--- src/source/border_pkg.sv ---
// Shared types and key codes that every border trimmer module imports
package border_pkg;

	localparam int coord_w = 12;  // All pixel and line coordinates

	// Raw keycodes from the host keyboard stream
	localparam logic [7:0] key_backspace = 8'h41;
	localparam logic [7:0] key_up        = 8'h4c;
	localparam logic [7:0] key_down      = 8'h4d;
	localparam logic [7:0] key_right     = 8'h4e;
	localparam logic [7:0] key_left      = 8'h4f;
	localparam logic [7:0] key_alt_l     = 8'h64;
	localparam logic [7:0] key_alt_r     = 8'h65;
	localparam logic [7:0] key_alt_l_up  = 8'he4;  // Break codes
	localparam logic [7:0] key_alt_r_up  = 8'he5;

	localparam logic [1:0] kbd_type_key = 2'd3;  // Event kind for keys

	typedef logic [coord_w-1:0] coord_t;

	typedef logic [1:0] res_t;  // Bit 0 hires, bit 1 superhires

	typedef struct packed {
		logic hs;      // Active low
		logic vs;      // Active low
		logic hblank;
		logic vblank;
		res_t res;
	} raw_video_t;

	typedef struct packed {
		logic       level;  // Toggles once per event
		logic [1:0] kind;
		logic [7:0] code;
	} kbd_event_t;

	// Top bit of vbl_b set means counted back from the last line
	typedef struct packed {
		coord_t vbl_t;
		coord_t vbl_b;
		coord_t hbl_l;
		coord_t hbl_r;
	} border_offsets_t;

	typedef struct packed {
		coord_t hcnt;
		coord_t vcnt;
	} raster_pos_t;

	typedef struct packed {
		coord_t hend;    // Active video start in the line
		coord_t hsta;    // Active video stop in the line
		coord_t hmax;
		coord_t vend;
		coord_t vmax;
		coord_t vs_end;
	} raster_marks_t;

	typedef struct packed {
		coord_t hsize;
		coord_t vsize;
		res_t   res;
	} screen_geom_t;

	typedef struct packed {
		border_offsets_t offsets;
		screen_geom_t    geom;
	} screen_snap_t;

endpackage
--- src/source/border_top.sv ---
// Border trimmer top; connects raster tracking, key control, blanking and mode watch
`timescale 1ns/10ps

module border_top #(
	parameter int key_h_step     = 4,
	parameter int force_h_margin = 8
) (
	input  logic                        clk_sys,
	input  logic                        reset,
	input  border_pkg::raw_video_t      video,
	input  border_pkg::kbd_event_t      kbd,
	input  logic                        preset_load,
	input  border_pkg::border_offsets_t preset,
	output logic                        de,
	output border_pkg::screen_snap_t    snap,
	output logic [6:0]                  change_count
);
	import border_pkg::*;

	raster_pos_t     pos;
	raster_marks_t   marks;
	screen_geom_t    geom;
	border_offsets_t offsets;
	logic            hs_fall;
	logic            vblank_end;

	raster_tracker raster_tracker_i (
		.clk_sys    (clk_sys),
		.reset      (reset),
		.video      (video),
		.pos        (pos),
		.marks      (marks),
		.geom       (geom),
		.hs_fall    (hs_fall),
		.vblank_end (vblank_end)
	);

	border_keys #(.key_h_step(key_h_step)) border_keys_i (
		.clk_sys     (clk_sys),
		.reset       (reset),
		.kbd         (kbd),
		.preset_load (preset_load),
		.preset      (preset),
		.offsets     (offsets)
	);

	blank_shaper #(.force_h_margin(force_h_margin)) blank_shaper_i (
		.clk_sys (clk_sys),
		.reset   (reset),
		.video   (video),
		.pos     (pos),
		.marks   (marks),
		.offsets (offsets),
		.hs_fall (hs_fall),
		.de      (de)
	);

	mode_watch mode_watch_i (
		.clk_sys      (clk_sys),
		.reset        (reset),
		.vblank_end   (vblank_end),
		.offsets      (offsets),
		.geom         (geom),
		.snap         (snap),
		.change_count (change_count)
	);

endmodule

--- src/source/mode_watch.sv ---
// Per-frame snapshot of borders and geometry with a count of screen mode changes
`timescale 1ns/10ps

module mode_watch (
	input  logic                        clk_sys,
	input  logic                        reset,
	input  logic                        vblank_end,
	input  border_pkg::border_offsets_t offsets,
	input  border_pkg::screen_geom_t    geom,
	output border_pkg::screen_snap_t    snap,
	output logic [6:0]                  change_count
);
	import border_pkg::*;

	logic mode_diff;

	// Compared against the previous snapshot, not the live inputs
	assign mode_diff = (geom.res   != snap.geom.res)   ||
	                   (geom.hsize != snap.geom.hsize) ||
	                   (geom.vsize != snap.geom.vsize);

	always_ff @(posedge clk_sys or posedge reset) begin
		if (reset) begin
			snap <= '0;
		end else if (vblank_end) begin
			snap.offsets <= offsets;
			snap.geom    <= geom;
		end
	end

	always_ff @(posedge clk_sys or posedge reset) begin
		if (reset)
			change_count <= '0;
		else if (vblank_end && mode_diff)
			change_count <= change_count + 7'd1;  // Wraps after 127
	end

endmodule

--- src/source/blank_shaper.sv ---
// Trimmed and forced blanking around the measured raster; produces the registered display enable
`timescale 1ns/10ps

module blank_shaper #(
	parameter int force_h_margin = 8
) (
	input  logic                        clk_sys,
	input  logic                        reset,
	input  border_pkg::raw_video_t      video,
	input  border_pkg::raster_pos_t     pos,
	input  border_pkg::raster_marks_t   marks,
	input  border_pkg::border_offsets_t offsets,
	input  logic                        hs_fall,
	output logic                        de
);
	import border_pkg::*;

	logic   shbl;     // Soft, from the key offsets
	logic   fhbl;     // Forced edge margin
	logic   svbl;
	logic   fvbl;
	logic   hbl;
	logic   old_hbl;
	logic   v_eval;
	coord_t margin;
	coord_t vbl_b_line;

	assign margin = coord_t'(force_h_margin);
	assign hbl    = fhbl | shbl | ~video.hs;

	// Bottom border counts back from vmax when its top bit is set
	assign vbl_b_line = offsets.vbl_b[coord_w-1] ? marks.vmax + offsets.vbl_b : offsets.vbl_b;

	assign v_eval = old_hbl & ~hbl;

	// Blanked out of reset until the raster has been measured
	always_ff @(posedge clk_sys or posedge reset) begin
		if (reset) begin
			shbl <= 1'b1;
			fhbl <= 1'b1;
		end else begin
			if (hs_fall) begin
				shbl <= 1'b1;  // Re-arm at every line end
				fhbl <= 1'b1;
			end
			if (pos.hcnt == marks.hend + offsets.hbl_l - coord_t'(2)) shbl <= 1'b0;
			if (pos.hcnt == marks.hsta + offsets.hbl_r - coord_t'(2)) shbl <= 1'b1;

			if (pos.hcnt == margin && marks.hmax != '0) fhbl <= 1'b0;
			if (pos.hcnt == marks.hmax - margin)        fhbl <= 1'b1;
		end
	end

	// Vertical state moves only at the start of active video
	always_ff @(posedge clk_sys or posedge reset) begin
		if (reset) begin
			svbl    <= 1'b1;
			fvbl    <= 1'b0;
			old_hbl <= 1'b1;
		end else begin
			old_hbl <= hbl;
			if (v_eval) begin
				if (pos.vcnt == marks.vend + offsets.vbl_t) svbl <= 1'b0;
				if (pos.vcnt == vbl_b_line)                 svbl <= 1'b1;

				if (pos.vcnt == marks.vmax - coord_t'(1))   fvbl <= 1'b1;
				if (pos.vcnt == marks.vs_end + coord_t'(2)) fvbl <= 1'b0;
			end
		end
	end

	always_ff @(posedge clk_sys or posedge reset) begin
		if (reset)
			de <= 1'b0;
		else
			de <= ~(hbl | svbl | fvbl | ~video.vs);
	end

	// Relies on fhbl closing before the sync that hmax predicts
	a_de_sync: assert property (@(posedge clk_sys) disable iff (reset)
		!video.hs |-> !de)
		else $error("display enable high during horizontal sync");

endmodule

--- src/source/border_keys.sv ---
// Keyboard driven border offsets with preset load; alt selects bottom and right borders
`timescale 1ns/10ps

module border_keys #(
	parameter int key_h_step = 4
) (
	input  logic                        clk_sys,
	input  logic                        reset,
	input  border_pkg::kbd_event_t      kbd,
	input  logic                        preset_load,
	input  border_pkg::border_offsets_t preset,
	output border_pkg::border_offsets_t offsets
);
	import border_pkg::*;

	logic   old_level;
	logic   alt;
	logic   key_hit;
	coord_t h_step;

	assign h_step  = coord_t'(key_h_step);
	assign key_hit = (old_level ^ kbd.level) && (kbd.kind == kbd_type_key);

	always_ff @(posedge clk_sys or posedge reset) begin
		if (reset) begin
			old_level <= 1'b0;
			alt       <= 1'b0;
		end else begin
			old_level <= kbd.level;
			if (key_hit) begin
				if (kbd.code == key_alt_l || kbd.code == key_alt_r)
					alt <= 1'b1;
				else if (kbd.code == key_alt_l_up || kbd.code == key_alt_r_up)
					alt <= 1'b0;
			end
		end
	end

	always_ff @(posedge clk_sys or posedge reset) begin
		if (reset) begin
			offsets <= '0;
		end else if (preset_load) begin
			offsets <= preset;  // Wins over a key in the same cycle
		end else if (key_hit) begin
			case (kbd.code)
				key_backspace: offsets <= '0;
				key_up: begin
					if (alt) offsets.vbl_b <= offsets.vbl_b + coord_t'(1);
					else     offsets.vbl_t <= offsets.vbl_t + coord_t'(1);
				end
				key_down: begin
					if (alt) offsets.vbl_b <= offsets.vbl_b - coord_t'(1);
					else     offsets.vbl_t <= offsets.vbl_t - coord_t'(1);
				end
				key_left: begin
					if (alt) offsets.hbl_r <= offsets.hbl_r + h_step;
					else     offsets.hbl_l <= offsets.hbl_l + h_step;
				end
				key_right: begin
					if (alt) offsets.hbl_r <= offsets.hbl_r - h_step;
					else     offsets.hbl_l <= offsets.hbl_l - h_step;
				end
				default: ;  // Other keys leave the borders alone
			endcase
		end
	end

	a_preset_pulse: assert property (@(posedge clk_sys) disable iff (reset)
		preset_load |=> !preset_load)
		else $error("preset_load held for more than one cycle");

endmodule

--- src/source/raster_tracker.sv ---
// Raster position counters and edge marks; measures the active picture once per line and frame
`timescale 1ns/10ps

module raster_tracker (
	input  logic                      clk_sys,
	input  logic                      reset,
	input  border_pkg::raw_video_t    video,
	output border_pkg::raster_pos_t   pos,
	output border_pkg::raster_marks_t marks,
	output border_pkg::screen_geom_t  geom,
	output logic                      hs_fall,
	output logic                      vblank_end
);
	import border_pkg::*;

	logic old_hs;
	logic old_vs;
	logic old_hblank;
	logic old_vbl;
	logic vbl;
	logic hbl_rise;
	logic hbl_fall;
	logic vbl_rise;
	logic vbl_fall;
	logic vs_rise;

	assign vbl = video.vblank | ~video.vs;  // Sync counts as vertical blanking

	assign hs_fall  = old_hs & ~video.hs;
	assign vs_rise  = ~old_vs & video.vs;
	assign hbl_rise = ~old_hblank & video.hblank;
	assign hbl_fall = old_hblank & ~video.hblank;
	assign vbl_rise = ~old_vbl & vbl;
	assign vbl_fall = old_vbl & ~vbl;

	always_ff @(posedge clk_sys or posedge reset) begin
		if (reset) begin
			old_hs     <= 1'b0;
			old_vs     <= 1'b0;
			old_hblank <= 1'b0;
			old_vbl    <= 1'b0;
			vblank_end <= 1'b0;
		end else begin
			old_hs     <= video.hs;
			old_vs     <= video.vs;
			old_hblank <= video.hblank;
			old_vbl    <= vbl;
			vblank_end <= vbl_fall;  // One cycle after the fall
		end
	end

	always_ff @(posedge clk_sys or posedge reset) begin
		if (reset) begin
			pos <= '0;
		end else begin
			if (!video.hs)
				pos.hcnt <= '0;  // Held at zero through sync
			else
				pos.hcnt <= pos.hcnt + coord_t'(1);

			if (vbl_rise)
				pos.vcnt <= '0;
			else if (hs_fall)
				pos.vcnt <= pos.vcnt + coord_t'(1);
		end
	end

	always_ff @(posedge clk_sys or posedge reset) begin
		if (reset) begin
			marks <= '0;
		end else begin
			if (hbl_fall) marks.hend <= pos.hcnt;
			if (hbl_rise) marks.hsta <= pos.hcnt;
			if (hs_fall)  marks.hmax <= pos.hcnt;
			if (vbl_fall) marks.vend <= pos.vcnt;
			if (vbl_rise) marks.vmax <= pos.vcnt;
			if (vs_rise)  marks.vs_end <= pos.vcnt;
		end
	end

	// Line 1 gives the width, the vblank rise closes the height
	always_ff @(posedge clk_sys or posedge reset) begin
		if (reset) begin
			geom <= '0;
		end else begin
			if (hbl_rise && pos.vcnt == coord_t'(1))
				geom.hsize <= pos.hcnt - marks.hend;  // hcnt is the new hsta here
			if (vbl_rise) begin
				geom.vsize <= pos.vcnt - marks.vend;
				geom.res   <= video.res;
			end
		end
	end

	// Width marks assume the counter restart lies inside blanking
	a_sync_in_blank: assert property (@(posedge clk_sys) disable iff (reset)
		!video.hs |-> video.hblank)
		else $error("horizontal sync outside horizontal blanking");

endmodule

--- config.mk ---
export PLATFORM = sky130hd
export DESIGN_NAME = border_top
export DESIGN_NICKNAME = d
export VERILOG_FILES = /design/src/source/border_pkg.sv /design/src/source/border_top.sv /design/src/source/mode_watch.sv /design/src/source/blank_shaper.sv /design/src/source/border_keys.sv /design/src/source/raster_tracker.sv
export SDC_FILE = /design/constraint.sdc
export NUM_CORES = 1
export LEC_CHECK = 0
export BUFFER_PORTS_ARGS = -buffer_cell sky130_fd_sc_hd__clkbuf_2
export CORE_ASPECT_RATIO = 1.1
export CORE_MARGIN = 4
export CORE_UTILIZATION = 50
export CTS_CLUSTER_SIZE = 14
export DETAILED_ROUTE_END_ITERATION = 12
export PLACE_DENSITY = 0.77
export SETUP_SLACK_MARGIN = 0.15
export SLEW_MARGIN = 30
export SYNTH_ARGS = -nofsm -noshare
export SYNTH_HDL_FRONTEND = slang
export SYNTH_SLANG_ARGS = --single-unit
--- constraint.sdc ---
create_clock -name clk_sys -period 13.7 [get_ports clk_sys]
set_clock_uncertainty 0.05 [all_clocks]
set_input_delay 0.685 -clock clk_sys [delete_from_list [all_inputs] [get_ports clk_sys]]
set_output_delay 0.685 -clock clk_sys [all_outputs]
set_load 0.005 [all_outputs]
# After elaboration in Yosys (flattened, before gate mapping)

Index checks and enable logic that the tools add are counted.

Output and inout port bits: 82
Word-level logic and storage cells: 163
Flip-flop bits (word level): 264
Bits of input ports: 68

Eq/ne operators: 30
Mux-type cells: 27
Reduce and logical (&&, ||, !) cells: 25
Bitwise logic cells: 23
Add/subtract/negate cells: 22

Operators by type and width:

| operator                                            | number |
|---|---|
| 2-to-1 mux 12 bit                                   | 12 |
| case mux 24 bit (3 select lines)                    | 2 |
| 2-to-1 mux 48 bit                                   | 2 |
| == test 12 bit                                      | 7 |
| == test 8 x 7 -> 1 bit (second input constant)      | 7 |
| adder 12 x 1 -> 12 bit (second input constant)      | 4 |
| adder 12 bit                                        | 4 |
| subtractor 12 x 1 -> 12 bit (second input constant) | 3 |
| adder 12 x 3 -> 12 bit (second input constant)      | 2 |
| != test 12 bit                                      | 2 |
| subtractor 12 bit                                   | 2 |
| subtractor 12 x 2 -> 12 bit (second input constant) | 2 |
| subtractor 12 x 3 -> 12 bit (second input constant) | 2 |
| == test 8 bit (second input constant)               | 2 |
| AND reduction 4 bit                                 | 4 |
| adder 12 x 2 -> 12 bit (second input constant)      | 1 |
| == test 12 x 1 -> 1 bit (second input constant)     | 1 |
| == test 12 x 4 -> 1 bit (second input constant)     | 1 |
| != test 3 x 2 -> 1 bit (second input constant)      | 4 |
| != test 3 bit (second input constant)               | 4 |
| nonzero test 12 bit                                 | 1 |
| subtractor 12 x 4 -> 12 bit (second input constant) | 1 |
| 2-to-1 mux 1 bit                                    | 11 |
| nonzero test 2 bit                                  | 5 |
| other kinds (12)                                    | 41 |

# Longest topological paths before layout

Depth in word-level cells: 6
Gate-level depth with buffers: 16
Depth with buffers taken out: 16

# Cells and area by module

A second synthesis with hierarchy kept.

Cells, all modules: 1900
Area, all modules: 18112.4 µm²

By module, submodules not included:

| module         | cells each | instances | area an instance (µm²) | sequential area each (µm²) |
|---|---|---|---|---|
| raster_tracker | 566        | 1         | 6065.8                 | 3178.0 |
| blank_shaper   | 637        | 1         | 4739.5                 | 155.1 |
| border_keys    | 481        | 1         | 3960.0                 | 1251.2 |
| mode_watch     | 216        | 1         | 3347.0                 | 2026.9 |

# Worst setup path after synthesis

OpenSTA, ideal clock, no wires.

Path kind: input -> register
From: input kbd[6] (netlist name)
To: register border_keys_i.offsets[11] (netlist name)
Data arrival time: 4.476 ns
Path buffers: 0
Data required time: 13.581 ns
Path slack: 9.105 ns
Stages on the path: 15
Setup time: 0.069 ns
Path through: nor2b_1 -> nor3b_1 -> and3_1 -> nand2_1 -> nor2_1 -> ha_1 -> a21o_1 -> a21oi_1 -> nor2b_1 -> o21a_1 -> o41ai_1 -> o21ai_0 -> xnor2_1 -> or4_1 -> nand3_1

Cells in the longest elaborated chain, start to end: 4
Elaborated cells between the ends (all ways): 10
Those cells by class: 5 x eq/ne; 3 x mux; 2 x reduce/logical

RTL lines:

| what                             | line              | text |
|---|---|---|
| start, declared                  | border_top.sv:11  | `input border_pkg::kbd_event_t kbd,` |
| == test 8 x 7 -> 1 bit           | border_keys.sv:45 | `case (kbd.code)` |
| case mux 24 bit (3 select lines) | border_keys.sv:45 |  |
| 2-to-1 mux 48 bit                | border_keys.sv:44 | `end else if (key_hit) begin` |
| 2-to-1 mux 48 bit                | border_keys.sv:42 | `end else if (preset_load) begin` |

Several ways; a longest one is shown, not always the timed one. The select of a mux whose other input is x is not followed.
A chain may end at the register's enable or synchronous reset.

# Final worst setup path

From: input kbd[6] (netlist name)
To: register border_keys_i.offsets[34] (netlist name)

Cells in the longest elaborated chain, start to end: 4
Elaborated cells between the ends (all ways): 10
Those cells by class: 5 x eq/ne; 3 x mux; 2 x reduce/logical

RTL lines:

| what                             | line |
|---|---|
| == test 8 x 7 -> 1 bit           | border_keys.sv:45 |
| case mux 24 bit (3 select lines) | border_keys.sv:45 |
| 2-to-1 mux 48 bit                | border_keys.sv:44 |
| 2-to-1 mux 48 bit                | border_keys.sv:42 |

Several ways; a longest one is shown, not always the timed one. The select of a mux whose other input is x is not followed.

==> flow_metrics.py <==
metrics = {
    "run_status": {
        "status": "finished clean",
    },
    "sta": {
        "max_freq_mhz": 226,
        "setup_ws_ps": 9270,
        "rsz0062_at_grt": "false",
        "max_slew_margin_pct": 43.9,
        "fin_crit_sh_pct": 32.4,
        "finalSetupTns_ps": 0,
        "slew_violations": 0,
        "hold_slack_ps": 202,
        "setup_viol": 0,
        "worst_slew_pin_slew_ps": 841,
        "hold_viol_final": 0,
        "fin_crit_ps": 4430,
    },
    "synthesis": {
        "synth_area_leaders": "dfrtp_1 (38%), ha_1 (9.5%), xnor2_1 (6.5%)",
        "synth_ff_type": "dfrtp_1",
        "avgSynthCellArea_um2": 9.37,
        "syn_inst": 1832,
        "synthArstFlopShare_pct": 100,
        "synth_top_area_share_pct": 37.9,
        "synth_seq_area_share_pct": 38.5,
        "synth_enable_flop_cells": 0,
        "yosys_register_bits": 264,
        "synth_nets": 2040,
        "syn_area_mm2": 0.0172,
        "ys.warnings.count": 0,
        "synth_top_area_cell": "dfrtp_1",
        "synth_cell_type_count": 69,
    },
    "grt": {
        "grtUsageMet1_pct": 27.4,
        "grt_use_met2_pct": 40.6,
        "grt_pass1_wl_mm": 69.1,
        "use_met3_pct": 2.79,
        "antenna_found_initial": 0,
        "gr-max-usage-layer": "met2",
        "overflow": 0,
        "grt_max_degree": 111,
        "grt_use_total_pct": 22.4,
        "grt_pass1_vias": 13822,
    },
    "clocking": {
        "clk_latency_ps": 560,
        "cts_setup_buffers": 0,
        "hold_buffers": 0,
        "cts_resized": 0,
        "clk_path_buf_depth": 3,
        "clock_sinks": 264,
        "cts_inserted_buffers": 29,
        "cts-root-buf": "clkbuf_16",
        "cts_tree": "built",
        "cts.htree.levels": 1,
        "clkTransAtPathRegs_ps": 60,
    },
    "critical_path": {
        "startpoint_type": "input port",
        "reg2reg_to": "blank_shaper_i.shbl",
        "path_class": "input port to flop",
        "crit_chain": "clkbuf_2 -> nor2b_1 -> nor3b_1 -> and3_1 -> nor2b_1 -> nand2_1 -> inv_1 -> ha_1 -> a21o_1 -> a21oi_1 -> nor2b_1 -> o21a_1 -> o41ai_1 -> o21ai_0 -> xnor2_1 -> o31a_1 -> o21ai_0",
        "critPathSlowestCell": "inv_1",
        "worst_setup_path_end_kind": "flop",
        "critPathMaxFanout": 22,
        "required_ps": 14140,
        "r2r_start": "border_keys_i.offsets[14]",
        "rrSetupSlack_ps": 10260,
        "arrival_ps": 4870,
        "critPathMaxStageDelay_ps": 660,
        "path_buf_inv": 2,
        "cpLargestDelayFamily": "compound AO/OA/AOI/OAI gates",
        "crit_top_cell": "nor2b_1",
        "worst-r2r-cell-count": 13,
    },
    "cells_and_area": {
        "final_common_cell": "dfrtp_1",
        "fin_nets": 2150,
        "nFillCells": 2855,
        "drive_above_1_share_pct": 16.7,
        "layout_common_cells": "dfrtp_1 (259), nand2_1 (182), clkbuf_2 (149)",
        "fin_util_pct": 57.2,
        "antenna_cells": 0,
        "area_delta_synth_final_pct": 11.8,
        "fin_area_mm2": 0.0192,
    },
    "hold_path": {
        "hold_path_end": "border_keys_i.old_level",
        "min_path_cells": 1,
        "hold_class": "input port to flop",
        "min-delay-start": "kbd[10]",
    },
    "placed_design": {
        "postPlaceCellArea_mm2": 0.0183,
        "dp_slack_ps": 8770,
        "portBuffers": 149,
        "gp_congestion": 0.877,
        "dpl.hpwl_mm": 30.6,
    },
    "detailed_routing": {
        "first_iter_violations": 905,
        "first_pass_iters": 5,
        "wire_per_inst_um": 17.7,
        "drc_errors": 0,
        "num_vias": 13657,
        "route.antenna.remaining_nets": 0,
        "viasPerCell": 5.70,
        "drt-total-wl_mm": 42.4,
    },
    "power": {
        "power_density_mw_per_mm2": 140,
        "p_leak_nw": 9.17,
        "irDropWorstVdd_v": 0.000109,
    },
    "die": {
        "row_count": 70,
        "dieWidth_um": 185,
        "fp.dieH_um": 202,
        "core_region_area_mm2": 0.0335,
        "dieArea_mm2": 0.0374,
        "pin_count": 150,
        "start_util_pct": 51.2,
    },
    "run": {
        "drv_cap": 0,
    },
}
-- routing by layer --
layer	part of all wire, %	wire length, um
met1	41	17200
met5	0	0
met3	4.4	1880
met2	52	21800
met4	3.5	1480
-- where the power goes --
group / leakage, nW / internal, W / total [W] / switching, W
registers: 3.36 / 0.000928 / 0.00109 / 0.000166
logic: 5.35 / 0.000408 / 0.000824 / 0.000416
clock network: 0.458 / 0.000441 / 0.000759 / 0.000318
total: 9.17 / 0.00178 / 0.00268 / 0.000901
-- cell families (layout without fill, tap and decap cells) --
group / after synthesis / count (layout) / synth area share [%]
mux: 104 / 104 / 6.79
xor+xnor: 223 / 223 / 11.4
fa+ha+maj: 140 / 140 / 10.6
compound gates: 378 / 378 / 13.8
simple gates: 509 / 509 / 14.1
buf+inv: 214 / 346 / 4.76
flops: 264 / 264 / 38.5
-- worst max path at each step --
stage | depth (start not counted) | start | slack [ps] | endpoint
final | 17 | kbd[6] | 9270 | border_keys_i.offsets[34]
after global routing | 17 | kbd[6] | 8860 | border_keys_i.offsets[34]
after CTS | 17 | kbd[6] | 9340 | border_keys_i.offsets[34]
after detailed placement | 17 | kbd[6] | 8770 | border_keys_i.offsets[34]
after global placement | 17 | kbd[6] | 8970 | border_keys_i.offsets[34]
after floorplan | 1 | reset | 5700 | blank_shaper_i.de
-- flip-flops by register name, indices dropped and copies added (netlist names), 7 cells and up --
signal / cells
mode_watch_i.snap: 74
raster_tracker_i.marks: 72
border_keys_i.offsets: 48
raster_tracker_i.geom: 26
raster_tracker_i.pos: 24
mode_watch_i.change_count: 7
-- metrics by stage --
stage	std cells	total power, W
final	2396	0.00268
after global routing	2396	0.00285
after CTS	2395	0.00270
after detailed placement	2342	0.00193
after global placement	2341	0.00189
after floorplan	1832	0.00165
-- cell usage after synthesis, types with 7 or more instances --
master / number
a221oi_1: 7
inv_1: 128
and2_1: 14
nor3_1: 40
nor4_1: 22
nand3_1: 32
o31ai_1: 13
o21bai_1: 10
dfrtp_1: 260
and3_1: 16
xor2_1: 95
a22oi_1: 21
o21a_1: 10
fa_1: 10
clkbuf_1: 74
ha_1: 130
a21o_1: 23
a21oi_1: 111
nand2_1: 182
nand4_1: 19
o21ai_0: 108
nor2b_1: 29
xnor2_1: 128
nor2_1: 104
a211oi_1: 15
mux2_2: 99
or3_1: 8
nor3b_1: 7
nand2b_1: 13
-- cell type report --
cell class              count  area [um^2]  share of cell area [%]
repair buffers            163          878                    4.58
clock inverters             9         77.6                   0.404
multi-input cells        1354         9740                    50.8
clock buffers              44          842                    4.39
inverters                 130          495                    2.58
well taps                 432          541                    2.82
flip-flops and latches    264         6620                    34.5
Power figures use the tool's default switching activity.
